## src/logic/radio_defs.svh

```systemverilog
/* register map, counts and widths of the radio core
   settings and readback addresses are 8 bits, offsets are relative to their base */

`ifndef RADIO_DEFS_SVH
`define RADIO_DEFS_SVH

// ------------------------------
// counts and widths
// ------------------------------
`define RADIO_NUM_DBOARDS        2
`define RADIO_CHANS_PER_DB       2
`define RADIO_FP_GPIO_WIDTH      12
`define RADIO_SET_ADDR_WIDTH     8
`define RADIO_SET_DATA_WIDTH     32
`define RADIO_RB_DATA_WIDTH      64
`define RADIO_GPIO_WIDTH         32
`define RADIO_LED_WIDTH          3
`define RADIO_SAMPLE_WIDTH       32

// ------------------------------
// settings register map
// ------------------------------
`define RADIO_SR_DB_BASE         160
`define RADIO_SR_RX_FE_BASE      224   // db base + 64
`define RADIO_SR_FE_CHAN_OFFSET  16

`define RADIO_SR_MISC_OUT        0
`define RADIO_SR_LEDS            1
`define RADIO_SR_FP_GPIO_OUT     2
`define RADIO_SR_FP_GPIO_DDR     3
`define RADIO_SR_DB_GPIO_OUT     4
`define RADIO_SR_DB_GPIO_DDR     5

// readback map
`define RADIO_RB_DB_BASE         16
`define RADIO_RB_MISC            0
`define RADIO_RB_DB_GPIO         1
`define RADIO_RB_FP_GPIO         2

// front-end config bits
`define RADIO_FE_SWAP_IQ         0
`define RADIO_FE_NEGATE_Q        1

`endif

```

## src/logic/settings_bus_pkg.sv

```systemverilog
/* types of the settings write bus, the readback bus and the gpio words
   all are plain unsigned vectors */

`include "radio_defs.svh"

package settings_bus_pkg;

   // settings write
   typedef logic [`RADIO_SET_ADDR_WIDTH-1:0] set_addr_t;
   typedef logic [`RADIO_SET_DATA_WIDTH-1:0] set_data_t;

   // readback word, {upper: input side, lower: register side}
   typedef logic [`RADIO_RB_DATA_WIDTH-1:0]  rb_data_t;

   // gpio and misc
   typedef logic [`RADIO_GPIO_WIDTH-1:0]     gpio_word_t;
   typedef logic [`RADIO_FP_GPIO_WIDTH-1:0]  fp_gpio_t;
   typedef logic [`RADIO_LED_WIDTH-1:0]      led_t;   // {rx, txrx_tx, txrx_rx}

endpackage

```

## src/logic/sample_pkg.sv

```systemverilog
/* radio sample types
   a sample packs I in the upper half and Q in the lower half, both signed */

`include "radio_defs.svh"

package sample_pkg;

   typedef logic [`RADIO_SAMPLE_WIDTH-1:0] sample_t;   // {i, q}

   // one I or Q component
   typedef logic signed [`RADIO_SAMPLE_WIDTH/2-1:0] iq_t;

   // front-end config
   // bit 0 swaps I and Q, bit 1 negates Q
   typedef logic [1:0] fe_cfg_t;

endpackage

```

## src/logic/db_control.sv

```systemverilog
/* one daughterboard register bank with its readback port
   writes land one cycle after i_set_stb, readback answers one cycle after i_rb_stb
   unknown write addresses are ignored, unknown readback addresses return zero */

`include "radio_defs.svh"

module db_control (
   input  logic                         radio_clk,
   input  logic                         i_reset,
   // settings write
   input  logic                         i_set_stb,
   input  settings_bus_pkg::set_addr_t  i_set_addr,
   input  settings_bus_pkg::set_data_t  i_set_data,
   // readback
   input  logic                         i_rb_stb,
   input  settings_bus_pkg::set_addr_t  i_rb_addr,
   output logic                         o_rb_stb,
   output settings_bus_pkg::rb_data_t   o_rb_data,
   // board i/o
   input  settings_bus_pkg::gpio_word_t i_misc_in,
   input  settings_bus_pkg::gpio_word_t i_db_gpio_in,
   input  settings_bus_pkg::gpio_word_t i_fp_gpio_in,
   output settings_bus_pkg::gpio_word_t o_misc_out,
   output settings_bus_pkg::gpio_word_t o_db_gpio_out,
   output settings_bus_pkg::gpio_word_t o_db_gpio_ddr,
   output settings_bus_pkg::fp_gpio_t   o_fp_gpio_out,
   output settings_bus_pkg::fp_gpio_t   o_fp_gpio_ddr,
   output settings_bus_pkg::led_t       o_leds
);

   // absolute write addresses
   localparam settings_bus_pkg::set_addr_t ADDR_MISC_OUT =
      settings_bus_pkg::set_addr_t'(`RADIO_SR_DB_BASE + `RADIO_SR_MISC_OUT);
   localparam settings_bus_pkg::set_addr_t ADDR_LEDS =
      settings_bus_pkg::set_addr_t'(`RADIO_SR_DB_BASE + `RADIO_SR_LEDS);
   localparam settings_bus_pkg::set_addr_t ADDR_FP_OUT =
      settings_bus_pkg::set_addr_t'(`RADIO_SR_DB_BASE + `RADIO_SR_FP_GPIO_OUT);
   localparam settings_bus_pkg::set_addr_t ADDR_FP_DDR =
      settings_bus_pkg::set_addr_t'(`RADIO_SR_DB_BASE + `RADIO_SR_FP_GPIO_DDR);
   localparam settings_bus_pkg::set_addr_t ADDR_DB_OUT =
      settings_bus_pkg::set_addr_t'(`RADIO_SR_DB_BASE + `RADIO_SR_DB_GPIO_OUT);
   localparam settings_bus_pkg::set_addr_t ADDR_DB_DDR =
      settings_bus_pkg::set_addr_t'(`RADIO_SR_DB_BASE + `RADIO_SR_DB_GPIO_DDR);

   // absolute readback addresses
   localparam settings_bus_pkg::set_addr_t RB_MISC =
      settings_bus_pkg::set_addr_t'(`RADIO_RB_DB_BASE + `RADIO_RB_MISC);
   localparam settings_bus_pkg::set_addr_t RB_DB_GPIO =
      settings_bus_pkg::set_addr_t'(`RADIO_RB_DB_BASE + `RADIO_RB_DB_GPIO);
   localparam settings_bus_pkg::set_addr_t RB_FP_GPIO =
      settings_bus_pkg::set_addr_t'(`RADIO_RB_DB_BASE + `RADIO_RB_FP_GPIO);

   // ------------------------------
   // register bank
   // ------------------------------
   always_ff @(posedge radio_clk) begin
      if (i_reset) begin
         o_misc_out    <= '0;
         o_leds        <= '0;
         o_fp_gpio_out <= '0;
         o_fp_gpio_ddr <= '0;
         o_db_gpio_out <= '0;
         o_db_gpio_ddr <= '0;
      end else if (i_set_stb) begin
         case (i_set_addr)
            ADDR_MISC_OUT: o_misc_out    <= i_set_data;
            ADDR_LEDS:     o_leds        <= i_set_data[`RADIO_LED_WIDTH-1:0];
            ADDR_FP_OUT:   o_fp_gpio_out <= i_set_data[`RADIO_FP_GPIO_WIDTH-1:0];
            ADDR_FP_DDR:   o_fp_gpio_ddr <= i_set_data[`RADIO_FP_GPIO_WIDTH-1:0];
            ADDR_DB_OUT:   o_db_gpio_out <= i_set_data;
            ADDR_DB_DDR:   o_db_gpio_ddr <= i_set_data;
            default: ;     // not ours, e.g. front-end addresses
         endcase
      end
   end

   // ------------------------------
   // readback
   // ------------------------------
   always_ff @(posedge radio_clk) begin
      if (i_reset) begin
         o_rb_stb  <= 1'b0;
         o_rb_data <= '0;
      end else begin
         o_rb_stb <= i_rb_stb;
         if (i_rb_stb) begin   // data holds until the next read
            case (i_rb_addr)
               RB_MISC:    o_rb_data <= {i_misc_in, o_misc_out};
               RB_DB_GPIO: o_rb_data <= {i_db_gpio_in, o_db_gpio_out};
               RB_FP_GPIO: o_rb_data <= {i_fp_gpio_in,
                                         settings_bus_pkg::gpio_word_t'(o_fp_gpio_out)};
               default:    o_rb_data <= '0;
            endcase
         end
      end
   end

endmodule

```

## src/logic/rx_frontend.sv

```systemverilog
/* receive correction for the channels of one daughterboard
   one cycle from i_rx_stb to o_rx_stb, a sample can enter every cycle
   Q negation saturates, the swap is applied after the negation */

`include "radio_defs.svh"

module rx_frontend (
   input  logic                                             radio_clk,
   input  logic                                             i_reset,
   // settings write
   input  logic                                             i_set_stb,
   input  settings_bus_pkg::set_addr_t                      i_set_addr,
   input  settings_bus_pkg::set_data_t                      i_set_data,
   // samples, one per channel
   input  logic [`RADIO_CHANS_PER_DB-1:0]                   i_rx_stb,
   input  sample_pkg::sample_t [`RADIO_CHANS_PER_DB-1:0]    i_rx_data,
   output logic [`RADIO_CHANS_PER_DB-1:0]                   o_rx_stb,
   output sample_pkg::sample_t [`RADIO_CHANS_PER_DB-1:0]    o_rx_data
);

   localparam int NUM_CHANS = `RADIO_CHANS_PER_DB;

   sample_pkg::fe_cfg_t cfg [NUM_CHANS];   // per-channel config register

   // correct one sample under one config
   function automatic sample_pkg::sample_t correct(input sample_pkg::sample_t s,
                                                   input sample_pkg::fe_cfg_t c);
      sample_pkg::iq_t i_comp;
      sample_pkg::iq_t q_comp;
      i_comp = s[`RADIO_SAMPLE_WIDTH-1:`RADIO_SAMPLE_WIDTH/2];
      q_comp = s[`RADIO_SAMPLE_WIDTH/2-1:0];
      if (c[`RADIO_FE_NEGATE_Q]) begin
         // -32768 has no positive twin, clamp it
         if (q_comp == 16'sh8000)
            q_comp = 16'sh7fff;
         else
            q_comp = -q_comp;
      end
      if (c[`RADIO_FE_SWAP_IQ])
         return {q_comp, i_comp};
      return {i_comp, q_comp};
   endfunction

   // ------------------------------
   // config writes
   // ------------------------------
   always_ff @(posedge radio_clk) begin
      if (i_reset) begin
         for (int c = 0; c < NUM_CHANS; c++)
            cfg[c] <= '0;
      end else if (i_set_stb) begin
         for (int c = 0; c < NUM_CHANS; c++) begin
            if (i_set_addr == settings_bus_pkg::set_addr_t'(`RADIO_SR_RX_FE_BASE +
                                                            c * `RADIO_SR_FE_CHAN_OFFSET))
               cfg[c] <= i_set_data[1:0];
         end
      end
   end

   // ------------------------------
   // sample path
   // ------------------------------
   always_ff @(posedge radio_clk) begin
      if (i_reset) begin
         o_rx_stb  <= '0;
         o_rx_data <= '0;
      end else begin
         o_rx_stb <= i_rx_stb;   // fixed one-cycle latency
         for (int c = 0; c < NUM_CHANS; c++) begin
            if (i_rx_stb[c])
               o_rx_data[c] <= correct(i_rx_data[c], cfg[c]);
         end
      end
   end

endmodule

```

## src/logic/x300_radio_core.sv

```systemverilog
/* radio-clock part of the core: two daughterboard banks and two receive front ends
   each radio's ADC word feeds both channels of its board
   misc and front-panel outputs pass one extra register, front-panel comes from board 0 */

`include "radio_defs.svh"

module x300_radio_core (
   input  logic                                 radio_clk,
   input  logic                                 i_reset,
   // settings and readback
   input  logic [`RADIO_NUM_DBOARDS-1:0]        i_set_stb,
   input  settings_bus_pkg::set_addr_t          i_set_addr,
   input  settings_bus_pkg::set_data_t          i_set_data,
   input  logic [`RADIO_NUM_DBOARDS-1:0]        i_rb_stb,
   input  settings_bus_pkg::set_addr_t          i_rb_addr,
   output logic [`RADIO_NUM_DBOARDS-1:0]        o_rb_stb,
   output settings_bus_pkg::rb_data_t           o_rb_data0,
   output settings_bus_pkg::rb_data_t           o_rb_data1,
   // samples
   input  sample_pkg::sample_t                  i_rx0,
   input  sample_pkg::sample_t                  i_rx1,
   input  logic [`RADIO_NUM_DBOARDS-1:0]        i_rx_stb,
   output sample_pkg::sample_t                  o_rx_ch0,
   output sample_pkg::sample_t                  o_rx_ch1,
   output sample_pkg::sample_t                  o_rx_ch2,
   output sample_pkg::sample_t                  o_rx_ch3,
   output logic [`RADIO_NUM_DBOARDS*`RADIO_CHANS_PER_DB-1:0] o_rx_stb,
   // gpio, leds, misc
   input  settings_bus_pkg::gpio_word_t         i_db0_gpio_in,
   input  settings_bus_pkg::gpio_word_t         i_db1_gpio_in,
   input  settings_bus_pkg::gpio_word_t         i_fp_gpio_in,
   input  settings_bus_pkg::gpio_word_t         i_radio0_misc_in,
   input  settings_bus_pkg::gpio_word_t         i_radio1_misc_in,
   output settings_bus_pkg::gpio_word_t         o_db0_gpio_out,
   output settings_bus_pkg::gpio_word_t         o_db0_gpio_ddr,
   output settings_bus_pkg::gpio_word_t         o_db1_gpio_out,
   output settings_bus_pkg::gpio_word_t         o_db1_gpio_ddr,
   output settings_bus_pkg::fp_gpio_t           o_fp_gpio_out,
   output settings_bus_pkg::fp_gpio_t           o_fp_gpio_ddr,
   output settings_bus_pkg::led_t               o_radio_led0,
   output settings_bus_pkg::led_t               o_radio_led1,
   output settings_bus_pkg::gpio_word_t         o_radio0_misc_out,
   output settings_bus_pkg::gpio_word_t         o_radio1_misc_out
);

   localparam int NUM_DB = `RADIO_NUM_DBOARDS;

   // per-board wiring
   settings_bus_pkg::gpio_word_t misc_in_r   [NUM_DB];   // sampled misc inputs
   settings_bus_pkg::gpio_word_t misc_out    [NUM_DB];
   settings_bus_pkg::gpio_word_t db_gpio_in  [NUM_DB];
   settings_bus_pkg::gpio_word_t db_gpio_out [NUM_DB];
   settings_bus_pkg::gpio_word_t db_gpio_ddr [NUM_DB];
   settings_bus_pkg::fp_gpio_t   fp_out      [NUM_DB];
   settings_bus_pkg::fp_gpio_t   fp_ddr      [NUM_DB];
   settings_bus_pkg::led_t       leds        [NUM_DB];
   settings_bus_pkg::rb_data_t   rb_data     [NUM_DB];
   logic                         rb_stb      [NUM_DB];
   sample_pkg::sample_t          radio_rx    [NUM_DB];
   logic [`RADIO_CHANS_PER_DB-1:0]                fe_stb  [NUM_DB];
   sample_pkg::sample_t [`RADIO_CHANS_PER_DB-1:0] fe_data [NUM_DB];

   assign db_gpio_in[0] = i_db0_gpio_in;
   assign db_gpio_in[1] = i_db1_gpio_in;
   assign radio_rx[0]   = i_rx0;
   assign radio_rx[1]   = i_rx1;

   // ------------------------------
   // per-board instances
   // ------------------------------
   for (genvar b = 0; b < NUM_DB; b++) begin : g_board
      db_control u_db_control (
         .radio_clk     (radio_clk),
         .i_reset       (i_reset),
         .i_set_stb     (i_set_stb[b]),
         .i_set_addr    (i_set_addr),
         .i_set_data    (i_set_data),
         .i_rb_stb      (i_rb_stb[b]),
         .i_rb_addr     (i_rb_addr),
         .o_rb_stb      (rb_stb[b]),
         .o_rb_data     (rb_data[b]),
         .i_misc_in     (misc_in_r[b]),
         .i_db_gpio_in  (db_gpio_in[b]),
         .i_fp_gpio_in  (i_fp_gpio_in),   // fp inputs go to every board
         .o_misc_out    (misc_out[b]),
         .o_db_gpio_out (db_gpio_out[b]),
         .o_db_gpio_ddr (db_gpio_ddr[b]),
         .o_fp_gpio_out (fp_out[b]),
         .o_fp_gpio_ddr (fp_ddr[b]),
         .o_leds        (leds[b])
      );

      rx_frontend u_rx_frontend (
         .radio_clk  (radio_clk),
         .i_reset    (i_reset),
         .i_set_stb  (i_set_stb[b]),
         .i_set_addr (i_set_addr),
         .i_set_data (i_set_data),
         .i_rx_stb   ({`RADIO_CHANS_PER_DB{i_rx_stb[b]}}),
         .i_rx_data  ({`RADIO_CHANS_PER_DB{radio_rx[b]}}),   // same adc word on both chans
         .o_rx_stb   (fe_stb[b]),
         .o_rx_data  (fe_data[b])
      );
   end

   // ------------------------------
   // channel and i/o mapping
   // ------------------------------
   assign o_rx_ch0 = fe_data[0][0];
   assign o_rx_ch1 = fe_data[0][1];
   assign o_rx_ch2 = fe_data[1][0];
   assign o_rx_ch3 = fe_data[1][1];
   assign o_rx_stb = {fe_stb[1], fe_stb[0]};

   assign o_rb_stb   = {rb_stb[1], rb_stb[0]};
   assign o_rb_data0 = rb_data[0];
   assign o_rb_data1 = rb_data[1];

   assign o_db0_gpio_out = db_gpio_out[0];
   assign o_db0_gpio_ddr = db_gpio_ddr[0];
   assign o_db1_gpio_out = db_gpio_out[1];
   assign o_db1_gpio_ddr = db_gpio_ddr[1];
   assign o_radio_led0   = leds[0];
   assign o_radio_led1   = leds[1];

   // misc and front-panel registers, one cycle behind the banks
   always_ff @(posedge radio_clk) begin
      if (i_reset) begin
         o_radio0_misc_out <= '0;
         o_radio1_misc_out <= '0;
         o_fp_gpio_out     <= '0;
         o_fp_gpio_ddr     <= '0;
         misc_in_r[0]      <= '0;
         misc_in_r[1]      <= '0;
      end else begin
         o_radio0_misc_out <= misc_out[0];
         o_radio1_misc_out <= misc_out[1];
         o_fp_gpio_out     <= fp_out[0];   // board 0 owns the front panel
         o_fp_gpio_ddr     <= fp_ddr[0];
         misc_in_r[0]      <= i_radio0_misc_in;
         misc_in_r[1]      <= i_radio1_misc_in;
      end
   end

endmodule

```

## config.mk

```make
export PLATFORM = sky130hd
export DESIGN_NAME = x300_radio_core
export DESIGN_NICKNAME = d
export VERILOG_FILES = /design/src/logic/settings_bus_pkg.sv /design/src/logic/sample_pkg.sv /design/src/logic/db_control.sv /design/src/logic/rx_frontend.sv /design/src/logic/x300_radio_core.sv
export VERILOG_INCLUDE_DIRS = /design/src /design/src/logic
export SDC_FILE = /design/constraint.sdc
export NUM_CORES = 1
export LEC_CHECK = 0
export BUFFER_PORTS_ARGS = -buffer_cell sky130_fd_sc_hd__buf_2
export CELL_PAD_IN_SITES_DETAIL_PLACEMENT = 1
export CELL_PAD_IN_SITES_GLOBAL_PLACEMENT = 2
export CORE_MARGIN = 1.5
export CORE_UTILIZATION = 32
export DETAILED_ROUTE_END_ITERATION = 10
export PLACE_DENSITY = 0.94
export SETUP_SLACK_MARGIN = 0.3
export SLEW_MARGIN = 20
export SYNTH_ARGS = -nofsm -noshare
export SYNTH_HDL_FRONTEND = slang
export SYNTH_SLANG_ARGS = --single-unit
export TNS_END_PERCENT = 30
```

## constraint.sdc

```tcl
create_clock -name radio_clk -period 4.2 [get_ports radio_clk]
set_clock_uncertainty 0.1 [all_clocks]
set_input_delay 0.42 -clock radio_clk [delete_from_list [all_inputs] [get_ports radio_clk]]
set_output_delay 0.42 -clock radio_clk [all_outputs]
set_load 0.02 [all_outputs]
```

==> results of run 1 <==
worst reg2reg max path, cell delays in order (launching register included):
cell and delay [ps]:
edfxtp_1 330, buf_4 410, clkinv_1 730, buf_4 420, nand2_1 160, o221ai_1 150
cells by family after synthesis:
kind of cell	share of synthesized area, %
compound gates	16.2
xor+xnor	0.129
fa+ha+maj	0.0922
buf+inv	4.65
flops	48.6
mux	6.38
simple gates	24.0
area by class of cell:
type,count,area (um^2)
multi-input combinational,2278,12800
sequential,654,13200
tap,1134,1420
antenna,10,25.0
clock inverter,30,449
inverter,24,90.1
timing repair buffer,895,5130
clock buffer,108,2190
fill,10138,48600
repair_timing:
action | 4_1_cts | 5_1_grt
buffers inserted | 0 | 0
endpoints found under the setup margin | 0 | 0
hold endpoints to repair | 150 | 0
hold buffers | 93 | 0
state kept, by name (all words and copies together), names as in the netlist, 24 cells and up:
signal / cells
g_board.u_db_control.o_db_gpio_ddr: 64
g_board.u_db_control.o_db_gpio_out: 64
g_board.u_db_control.o_fp_gpio_out: 24
g_board.u_db_control.o_misc_out: 64
g_board.u_db_control.o_rb_data: 128
g_board.u_rx_frontend.o_rx_data: 128
misc_in_r: 64
o_radio0_misc_out: 32
o_radio1_misc_out: 32
where the power goes:
group	internal, mW	total (mW)	switching, mW
combinational	0.474	1.40	0.926
sequential	6.35	6.43	0.0784
clock	4.12	7.01	2.89
total	10.9	14.8	3.89
path summary, 6_finish.rpt:
kind / to / from / slack (ps) / depth (start not counted)
min: g_board[1].u_db_control.o_misc_out[19] / i_set_data[19] / 40 / 3
max reg2reg: g_board[0].u_rx_frontend.o_rx_data[32] / g_board[0].u_rx_frontend.cfg[0][2] / 1770 / 5
max: g_board[0].u_rx_frontend.o_rx_data[32] / g_board[0].u_rx_frontend.cfg[0][2] / 1770 / 5
min reg2reg: o_fp_gpio_ddr[1] / g_board[0].u_db_control.o_fp_gpio_ddr[1] / 330 / 1
placed cells by master (no fill, tap or decap), drive strengths merged, types with 38 or more instances in the layout:
cell and instances:
a21oi 355, a311oi 44, buf 802, clkbuf 108
dfxtp 646, dlygate4sd3 93, mux2 40, mux2i 128
nand2 577, nand3 38, nor2 295, nor2b 305
o21ai 141
metal layers:
| metal | vias to the layer above | GRT usage, % | wire length (um) |
|---|---|---|---|
| met4 | 2 | 11.4 | 5210 |
| met1 | 13291 | 32.1 | 48500 |
| met2 | 940 | 43.8 | 56000 |
| met5 | - | 0 | 14 |
| met3 | 261 | 7.97 | 10500 |
| li1 | 12430 | - | - |
==> impl_results.md, run 1 <==
- Final WS setup: 1770 ps
- Sum of negative setup slack: 0 ps
- Initial core utilization: 32.4%
- Asr flop ratio synth: 0%
- Post-Synthesis Cell Area: 27,100 um^2
- Worst hold path class: in2reg
- Count leader, synth: dfxtp_1
- Worst slew pin tran: 1040 ps
- Initial DRC count: 1,542
- CP Launch Type: flip-flop
- Clk buf depth: 3
- CP endpoint kind: flip-flop
- Number of max-cap violations: 0
- Rel. slew slack: 30.4%
- Clock Latency Late Sink: 630 ps
- Critical path data arrival time: 2820 ps
- RSZ-0062 raised after global routing: no
- Mapped Cells: 3,242
- Core Area: 83,800 um^2
- Most area-hungry cell type in the Yosys netlist: dfxtp_1
- VDD IR max: 0.289 mV
- Placed insts: 4,892
- List of most frequent post-synthesis cells: dfxtp_1 (646), nand2_1 (577), a21oi_1 (355), nor2b_1 (305), nor2_1 (293)
- Worst hold margin: 36.5 ps
- Count of different cell masters after synthesis: 75
- Worst path max stage delay: 720 ps
- CTS Buf Count: 77
- Nets: 4,212
- Static Leak: 14.9 nW
- Drt drc: 0
- Fin. max-slew vios: 0
- CP Cell Sequence: buf_4, clkinv_1, buf_4, nand2_1, o221ai_1
- Buf/Inv on CP: 3
- Mean Syn Cell Area: 8.37 um^2
- First-pass DRT Iterations: 5
- Number of synthesized register bits: 654
- Initial antenna violation count: 10
- CTS resizes: 0
- Die area: 86,500 um^2
- Total routed wirelength: 120 mm
- Final period util: 57.9%
- Sequential fraction of the synthesis area: 48.6%
- Vias in the first global route: 27,467
- Post-synth EDFFs: 8
- Via count: 26,924
- Worst-path fanout max: 41
- PwrDens: 421 nW/um^2
- Critical Path RT: 4590 ps
- DP HPWL: 82.8 mm
- Share of the synthesized area in the top cell type: 47.7%
- Post-placement cell area: 31,600 um^2
- Clock root cell: clkbuf_16
- Row cnt: 106
- Overflow after GRT: 0
- Cell family with most CP delay: buffers and inverters
- Pwr Total: 14.8 mW
- Fmax: 0.411 GHz
- GRT Total Usage: 26.6%
- Largest net degree at the start of global routing: 184
- Vias per cell: 5.25
- Synth Flop Type: dfxtp_1
- Warnings, synthesis: 0
- CTS tree: yes
- Layout area overhead: 29.9%
- Ports: 764
- Setup WS pre-CTS: 1210 ps
- Hold Fails Final Rpt: 0
- Fin cells: 5,133
- Htree depth: 3
- CP max-delay cell: clkinv_1
- Avg WL per Cell: 23.4 um
- Top cells by area, synth: dfxtp_1 (48%), nand2_1 (8.0%), nor2b_1 (7.0%), a21oi_1 (6.6%), mux2i_1 (4.7%)
- Die span in y: 294 um
- Layout cells sized above 1: 25.4%
- Clk sink count: 654
- Status: finished clean
- Setup violators final: 0
- Fin area: 35,200 um^2
- Most used cell, CP: buf_4
- Global-route wire length before repair: 176 mm
- CP Class: reg2reg
- Post-Syn Nets: 3,524
- Worst-path clk slew: 60 ps
- Final core occ: 42.0%
- Die Wd: 294 um
- Final Wtd Congestion: 0.873
- Final ANT Viol Nets: 0
- Port Buffers: 763
- Final min period: 2430 ps
Power figures use the tool's default switching activity.
==> run 2: changes to the inputs <==
--- a/config.mk
+++ b/config.mk
@@ -6,13 +6,14 @@
 export SDC_FILE = /design/constraint.sdc
 export NUM_CORES = 1
 export LEC_CHECK = 0
+export ABC_AREA = 1
 export BUFFER_PORTS_ARGS = -buffer_cell sky130_fd_sc_hd__buf_2
 export CELL_PAD_IN_SITES_DETAIL_PLACEMENT = 1
 export CELL_PAD_IN_SITES_GLOBAL_PLACEMENT = 2
 export CORE_MARGIN = 1.5
-export CORE_UTILIZATION = 32
+export CORE_UTILIZATION = 28
 export DETAILED_ROUTE_END_ITERATION = 10
-export PLACE_DENSITY = 0.94
+export PLACE_DENSITY = 0.9
 export SETUP_SLACK_MARGIN = 0.3
 export SLEW_MARGIN = 20
 export SYNTH_ARGS = -nofsm -noshare
==> constraint.sdc (replaced) <==
create_clock -name radio_clk -period 2.3 [get_ports radio_clk]
set_clock_uncertainty 0.1 [all_clocks]
set_input_delay 0.23 -clock radio_clk [delete_from_list [all_inputs] [get_ports radio_clk]]
set_output_delay 0.23 -clock radio_clk [all_outputs]
set_load 0.02 [all_outputs]
==> impl_results.md, run 2 <==
- Status: finished clean (unchanged)
- Ports: 764 (unchanged)
- Count of different cell masters after synthesis: 32 (was 75)
- Reg2reg start: g_board[0].u_rx_frontend.cfg[0][3] (was g_board[0].u_rx_frontend.cfg[0][2])
- Share of the synthesized area in the top cell type: 49.6% (was 47.7%)
- Largest net degree at the start of global routing: 130 (was 184)
- CP max-delay cell: dlygate4sd3_1 (was clkinv_1)
- Worst r2r dst: g_board[0].u_rx_frontend.o_rx_data[60] (was g_board[0].u_rx_frontend.o_rx_data[32])
- Drt drc: 0 (unchanged)
- Rel. slew slack: 57.3% (was 30.4%)
- Mapped Cells: 3,629 (was 3,242)
- Die Wd: 308 um (was 294 um)
- Post-Synthesis Cell Area: 26,100 um^2 (was 27,100 um^2)
- Cell family with most CP delay: compound AO/OA/AOI/OAI gates (was buffers and inverters)
- Row cnt: 111 (was 106)
- Initial DRC count: 1,888 (was 1,542)
- Avg WL per Cell: 22.2 um (was 23.4 um)
- Seq pwr share: 42.7% (was 43.3%)
- Max layer used: met5 (unchanged)
- Clock Latency Late Sink: 660 ps (was 630 ps)
- Int Pwr: 20.3 mW (was 10.9 mW)
- Vias per cell: 4.89 (was 5.25)
- Worst-path fanout max: 18 (was 41)
- Fin area: 37,000 um^2 (was 35,200 um^2)
- Fillers: 11,552 (was 10,138)
- Warnings, synthesis: 0 (unchanged)
- RSZ-0062 raised after global routing: yes (was no)
- Worst R2R Path Depth: 8 (was 5)
- CP Class: in2reg (was reg2reg)
- Logic pwr share: 9.7% (was 9.4%)
- Fmax: 0.490 GHz
- Worst hold path class: in2reg (unchanged)
- Met2 Wirelength: 62.0 mm (was 56.0 mm)
- Setup violators final: 0 (unchanged)
- Vias in the first global route: 29,573 (was 27,467)
- Worst Setup SP: i_rx1[11] (was g_board[0].u_rx_frontend.cfg[0][2])
- First-pass DRT Iterations: 7 (was 5)
- VDD IR max: 0.568 mV (was 0.289 mV)
- Post-placement cell area: 31,400 um^2 (was 31,600 um^2)
- R2R setup slack: 370 ps (was 1770 ps)
- Core Area: 91,900 um^2 (was 83,800 um^2)
- Final Wtd Congestion: 0.926 (was 0.873)
- CP Launch Type: primary input (was flip-flop)
- Number of synthesized register bits: 654 (unchanged)
- Clock root cell: clkbuf_16 (unchanged)
- Htree depth: 3 (unchanged)
- Nets: 4,880 (was 4,212)
- Buf/Inv on CP: 2 (was 3)
- Critical path data arrival time: 2510 ps (was 2820 ps)
- DP HPWL: 88.0 mm (was 82.8 mm)
- Final WS setup: 261 ps (was 1770 ps)
- Top cells by area, synth: dfxtp_1 (50%), nand2_1 (14%), a21oi_1 (12%), inv_1 (5.6%), o21ai_0 (4.9%) (was dfxtp_1 (48%), nand2_1 (8.0%), nor2b_1 (7.0%), a21oi_1 (6.6%), mux2i_1 (4.7%))
- Post-Syn Nets: 3,911 (was 3,524)
- CP Cell Sequence: dlygate4sd3_1, buf_2, nor2_1, nand2_1, nor2_1, nand2_2, o21ai_0, o21ai_0, a21oi_1 (was buf_4, clkinv_1, buf_4, nand2_1, o221ai_1)
- GRT Total Usage: 26.6% (about the same)
- CTS tree: yes (unchanged)
- Die area: 95,000 um^2 (was 86,500 um^2)
- Clk buf depth: 3 (unchanged)
- Layout area overhead: 42.1% (was 29.9%)
- Net Sw Frac: 26.3% (was 26.2%)
- Final period util: 88.7%
- Sum of negative setup slack: 0 ps (unchanged)
- Total routed wirelength: 131 mm (was 120 mm)
- Initial core utilization: 28.4% (was 32.4%)
- Via count: 28,914 (was 26,924)
- List of most frequent post-synthesis cells: nand2_1 (941), dfxtp_1 (646), a21oi_1 (620), inv_1 (386), o21ai_0 (255) (was dfxtp_1 (646), nand2_1 (577), a21oi_1 (355), nor2b_1 (305), nor2_1 (293))
- Final ANT Viol Nets: 0 (unchanged)
- Fin. max-slew vios: 0 (unchanged)
- Clk pwr share: 47.6% (was 47.2%)
- Mean Syn Cell Area: 7.18 um^2 (was 8.37 um^2)
- PwrDens: 742 nW/um^2 (was 421 nW/um^2)
- Worst-path clk slew: 60 ps (about the same)
- Initial antenna violation count: 13 (was 10)
- Clk sink count: 654 (unchanged)
- Largest registers: g_board.u_db_control.o_rb_data (128), g_board.u_rx_frontend.o_rx_data (128) (unchanged)
- Layout cells sized above 1: 21.7% (was 25.4%)
- WL met1: 51.8 mm (was 48.5 mm)
- Hold Fails Final Rpt: 0 (unchanged)
- Static Leak: 16.7 nW (was 14.9 nW)
- Worst slew pin tran: 640 ps (was 1040 ps)
- Number of cells on the critical path: 9 (was 5)
- CTS Buf Count: 80 (was 77)
- Asr flop ratio synth: 0% (unchanged)
- Commonest non-fill, non-tap cell in the layout: nand2_1 (was buf_2)
- Sequential fraction of the synthesis area: 50.5% (was 48.6%)
- Post-synth EDFFs: 8 (unchanged)
- Final min period: 2040 ps
- Met3 routed WL: 10.3 mm (was 10.5 mm)
- Most frequent cells in the layout: nand2_1 (937), buf_2 (761), dfxtp_1 (646), a21oi_1 (619), inv_1 (379) (was buf_2 (758), dfxtp_1 (646), nand2_1 (576), a21oi_1 (355), nor2b_1 (304))
- End of the critical path: g_board[1].u_rx_frontend.o_rx_data[32] (was g_board[0].u_rx_frontend.o_rx_data[32])
- Worst path max stage delay: 530 ps (was 720 ps)
- Overflow after GRT: 0 (unchanged)
- Synth Flop Type: dfxtp_1 (unchanged)
- P_sw: 7.22 mW (was 3.89 mW)
- Critical Path RT: 2770 ps (was 4590 ps)
- Number of max-cap violations: 0 (unchanged)
- Most area-hungry cell type in the Yosys netlist: dfxtp_1 (unchanged)
- Global-route wire length before repair: 191 mm (was 176 mm)
- Count leader, synth: nand2_1 (was dfxtp_1)
- Setup WS pre-CTS: 200 ps (was 1210 ps)
- Port Buffers: 763 (unchanged)
- CP endpoint kind: flip-flop (unchanged)
- Die span in y: 308 um (was 294 um)
-- run 2: power groups by stage --
stage          clock network, mW  logic (mW)  registers [mW]
3_5_place_dp                   0        2.32            12.0
4_1_cts                     13.3        2.65            11.7
2_1_floorplan                  0       0.998            12.1
6_report                    13.1        2.68            11.7
5_1_grt                     13.8        2.89            11.7
3_3_place_gp                   0        2.29            12.0
-- run 2: metal layers --
layer	vias to the layer above	track usage, %
met5	-	0
met4	10	12.9
met3	355	7.98
met2	1025	44.6
met1	13952	31.0
li1	13572	-
-- run 2: worst min path at each step --
stage	slack, ps	cells past startpoint	endpoint	start
3_5_place_dp	320	2	o_fp_gpio_ddr[2]	g_board[0].u_db_control.o_fp_gpio_ddr[2]
2_1_floorplan	240	2	misc_in_r[0][0]	i_radio0_misc_in[0]
6_report	40	3	g_board[0].u_db_control.o_fp_gpio_out[4]	i_set_data[4]
3_3_place_gp	320	2	o_fp_gpio_ddr[1]	g_board[0].u_db_control.o_fp_gpio_ddr[1]
4_1_cts	0.5	5	g_board[1].u_rx_frontend.o_rx_data[22]	i_rx1[22]
5_1_grt	30	3	g_board[0].u_db_control.o_db_gpio_ddr[10]	i_set_data[10]
-- run 2: logic make-up after synthesis --
| group | synth area share (%) |
|---|---|
| and+or+nand+nor | 21.7 |
| AOI/OAI and AO/OA | 17.9 |
| DFF | 50.5 |
| buffers and inverters | 9.53 |
| xor gates and xnor gates | 0.202 |
| adders and majority gates | 0.0960 |
-- run 2: timing repair --
item | in CTS | in global routing
endpoints found under the setup margin | 0 | 12
hold endpoints to repair | 468 | 0
hold buffers | 283 | 0
buffers inserted | 0 | 2
resized for setup | 0 | 11
-- run 2: stage by stage --
| step | std cells | util [%] | hold slack (ps) | total power [mW] |
|---|---|---|---|---|
| after floorplan | 3629 | - | 237 | 13.1 |
| after global placement | 5473 | 34.2 | 324 | 14.3 |
| after detailed placement | 5473 | 34.2 | 323 | 14.3 |
| after CTS | 5899 | 40.2 | 0.503 | 27.7 |
| after global routing | 5908 | 40.3 | 34.7 | 28.4 |
| final | 5908 | 40.3 | 41.2 | 27.5 |
-- run 2: cell type report --
cell class / instances / area, um^2 / area share, %
Sequential cell: 654 / 13200 / 35.6
Antenna cell: 6 / 15.0 / 0.0405
Tap cell: 1243 / 1560 / 4.20
Timing Repair Buffer: 1136 / 7660 / 20.7
Clock inverter: 30 / 374 / 1.01
Multi-Input combinational cell: 2335 / 10500 / 28.3
Inverter: 391 / 1480 / 4.00
Clock buffer: 113 / 2310 / 6.23
-- run 2: worst min-delay path, cell delays in order --
cell     delay (ps)
buf_2           250
o21ai_0         210
a21oi_1          40
==> run 3: changes to the inputs <==
--- a/config.mk
+++ b/config.mk
@@ -6,14 +6,13 @@
 export SDC_FILE = /design/constraint.sdc
 export NUM_CORES = 1
 export LEC_CHECK = 0
-export ABC_AREA = 1
 export BUFFER_PORTS_ARGS = -buffer_cell sky130_fd_sc_hd__buf_2
 export CELL_PAD_IN_SITES_DETAIL_PLACEMENT = 1
 export CELL_PAD_IN_SITES_GLOBAL_PLACEMENT = 2
 export CORE_MARGIN = 1.5
-export CORE_UTILIZATION = 28
+export CORE_UTILIZATION = 30
 export DETAILED_ROUTE_END_ITERATION = 10
-export PLACE_DENSITY = 0.9
+export PLACE_DENSITY = 0.82
 export SETUP_SLACK_MARGIN = 0.3
 export SLEW_MARGIN = 20
 export SYNTH_ARGS = -nofsm -noshare
==> impl_results.md, run 3 (same netlist as run 1, synthesis figures left out) <==
- Vias per cell: 5.08 (was 4.89)
- CP Launch Type: primary input (unchanged)
- Rel. slew slack: 33.5% (was 57.3%)
- Initial core utilization: 30.2% (was 28.4%)
- CTS Buf Count: 77 (was 80)
- VDD IR max: 0.488 mV (was 0.568 mV)
- Met3 track demand over resource: 8.08% (was 7.98%)
- Final period util: 86.5% (was 88.7%)
- Final ANT Viol Nets: 0 (unchanged)
- Critical path data arrival time: 2410 ps (was 2510 ps)
- GR peak layer: met2 (unchanged)
- Final Wtd Congestion: 0.848 (was 0.926)
- GR met2 Demand/Resource: 44.7% (was 44.6%)
- Most frequent cells in the layout: buf_2 (758), dfxtp_1 (646), nand2_1 (575), a21oi_1 (355), nor2b_1 (304) (was nand2_1 (937), buf_2 (761), dfxtp_1 (646), a21oi_1 (619), inv_1 (379))
- Number of max-cap violations: 0 (unchanged)
- Global-route wire length before repair: 188 mm (was 191 mm)
- Fmax: 0.503 GHz (was 0.490 GHz)
- Largest net degree at the start of global routing: 172 (was 130)
- Fin area: 38,100 um^2 (was 37,000 um^2)
- Post-placement cell area: 32,800 um^2 (was 31,400 um^2)
- Static Leak: 16.2 nW (was 16.7 nW)
- Final core occ: 42.5% (was 40.3%)
- Setup bufs post-CTS: 0 (unchanged)
- Clock root cell: clkbuf_16 (unchanged)
- Nets: 4,485 (was 4,880)
- Layout area overhead: 40.5% (was 42.1%)
- Ports: 764 (unchanged)
- Reg2reg start: g_board[1].u_rx_frontend.cfg[0][3] (was g_board[0].u_rx_frontend.cfg[0][3])
- Critical Path RT: 2720 ps (was 2770 ps)
- RSZ-0062 raised after global routing: yes (unchanged)
- Avg WL per Cell: 23.1 um (was 22.2 um)
- Die Wd: 304 um (was 308 um)
- Die span in y: 304 um (was 308 um)
- Clk sink count: 654 (unchanged)
- DP HPWL: 84.7 mm (was 88.0 mm)
- GRT Total Usage: 26.6% (about the same)
- Worst hold path class: in2reg (unchanged)
- Worst-path fanout max: 7 (was 18)
- Fin. max-slew vios: 0 (unchanged)
- Vias in the first global route: 29,119 (was 29,573)
- Final min period: 1990 ps (was 2040 ps)
- Overflow after GRT: 0 (unchanged)
- Core Area: 89,700 um^2 (was 91,900 um^2)
- Clk buf depth: 3 (unchanged)
- First-pass DRT Iterations: 5 (was 7)
- Htree depth: 3 (unchanged)
- Largest registers: g_board.u_db_control.o_rb_data (128), g_board.u_rx_frontend.o_rx_data (128) (unchanged)
- Met1 Use GR: 31.5% (was 31.0%)
- PwrDens: 718 nW/um^2 (was 742 nW/um^2)
- Clock Latency Late Sink: 650 ps (was 660 ps)
- CP Class: in2reg (unchanged)
- Setup violators final: 0 (unchanged)
- Layout cells sized above 1: 26.1% (was 21.7%)
- Row cnt: 110 (was 111)
- Port Buffers: 763 (unchanged)
- Status: finished clean (unchanged)
- Hold wc startpoint: i_rx1[0] (was i_set_data[4])
- Worst-path clk slew: 60 ps (about the same)
- Total routed wirelength: 126 mm (was 131 mm)
- Initial DRC count: 1,516 (was 1,888)
- Via count: 27,674 (was 28,914)
- CP endpoint kind: flip-flop (unchanged)
- Hold Fails Final Rpt: 0 (unchanged)
- CTS tree: yes (unchanged)
- Worst Setup SP: i_rx1[1] (was i_rx1[11])
- Commonest non-fill, non-tap cell in the layout: buf_2 (was nand2_1)
- Initial antenna violation count: 8 (was 13)
- Drt drc: 0 (unchanged)
- Die area: 92,200 um^2 (was 95,000 um^2)
- Sum of negative setup slack: 0 ps (unchanged)
- Worst slew pin tran: 997 ps (was 640 ps)
## run 3: changes by cell type in the layout (fill, tap and decap cells not counted), sizes merged, moves of 35 or more
| cell | before | now |
|---|---|---|
| inv | 389 | 23 |
| a21oi | 620 | 355 |
| buf | 851 | 896 |
| mux2i | 0 | 128 |
| nor2b | 0 | 305 |
| nand2 | 942 | 577 |
| nand3 | 236 | 38 |
| a31oi | 0 | 35 |
| nor2 | 211 | 295 |
| mux2 | 0 | 40 |
| o21ai | 257 | 141 |
| a311oi | 0 | 44 |
## run 3: stage by stage
step                instances  hold slack [ps]  total power [mW]  worst slack, ps
finish                   5449             44.0              27.3              310
global route             5446             49.9              28.3              231
CTS                      5441           0.0802              27.6              307
detailed placement       5028              344              14.5             6.58
global placement         5028              338              14.5             30.4
floorplan                3242              258              13.3              305
## run 3: worst max-delay path, cell delays in order
cell and delay (ps):
buf_2 130, buf_4 150, or4_4 540, or4_1 530
o2111ai_1 130, a311oi_1 110, dlygate4sd3_1 590
## run 3: cell type report
cell class	instances	area (um^2)
fill	10711	51600
antenna	9	22.5
sequential	654	13200
inverter	24	92.6
clock buffer	114	2240
tap	1176	1470
multi-input combinational	2278	12800
clock inverter	26	322
timing repair buffer	1168	7990
## run 3: metal layers
layer	vias up	wire length (um)	part of all wire [%]
met2	870	59600	47
met4	4	4960	3.9
met1	13547	51800	41
li1	12998	-	-
met3	255	9720	7.7
met5	-	26	0.021
## run 3: final timing paths
path | to | slack, ps | cells after the start
max | g_board[1].u_rx_frontend.o_rx_data[53] | 310 | 7
min reg2reg | g_board[0].u_db_control.o_db_gpio_ddr[21] | 350 | 2
max reg2reg | g_board[1].u_rx_frontend.o_rx_data[53] | 320 | 5
min | g_board[1].u_rx_frontend.o_rx_data[32] | 40 | 5
## run 3: what timing repair did
item	4_1_cts	5_1_grt
resized for setup	0	5
setup endpoints to repair	0	30
hold buffers	273	0
endpoints found under the hold margin	479	0
## run 3: report_power, final
| group | internal (mW) | switching [mW] | total (mW) |
|---|---|---|---|
| logic | 1.19 | 1.79 | 2.98 |
| clock network | 7.43 | 5.19 | 12.6 |
| registers | 11.6 | 0.143 | 11.7 |
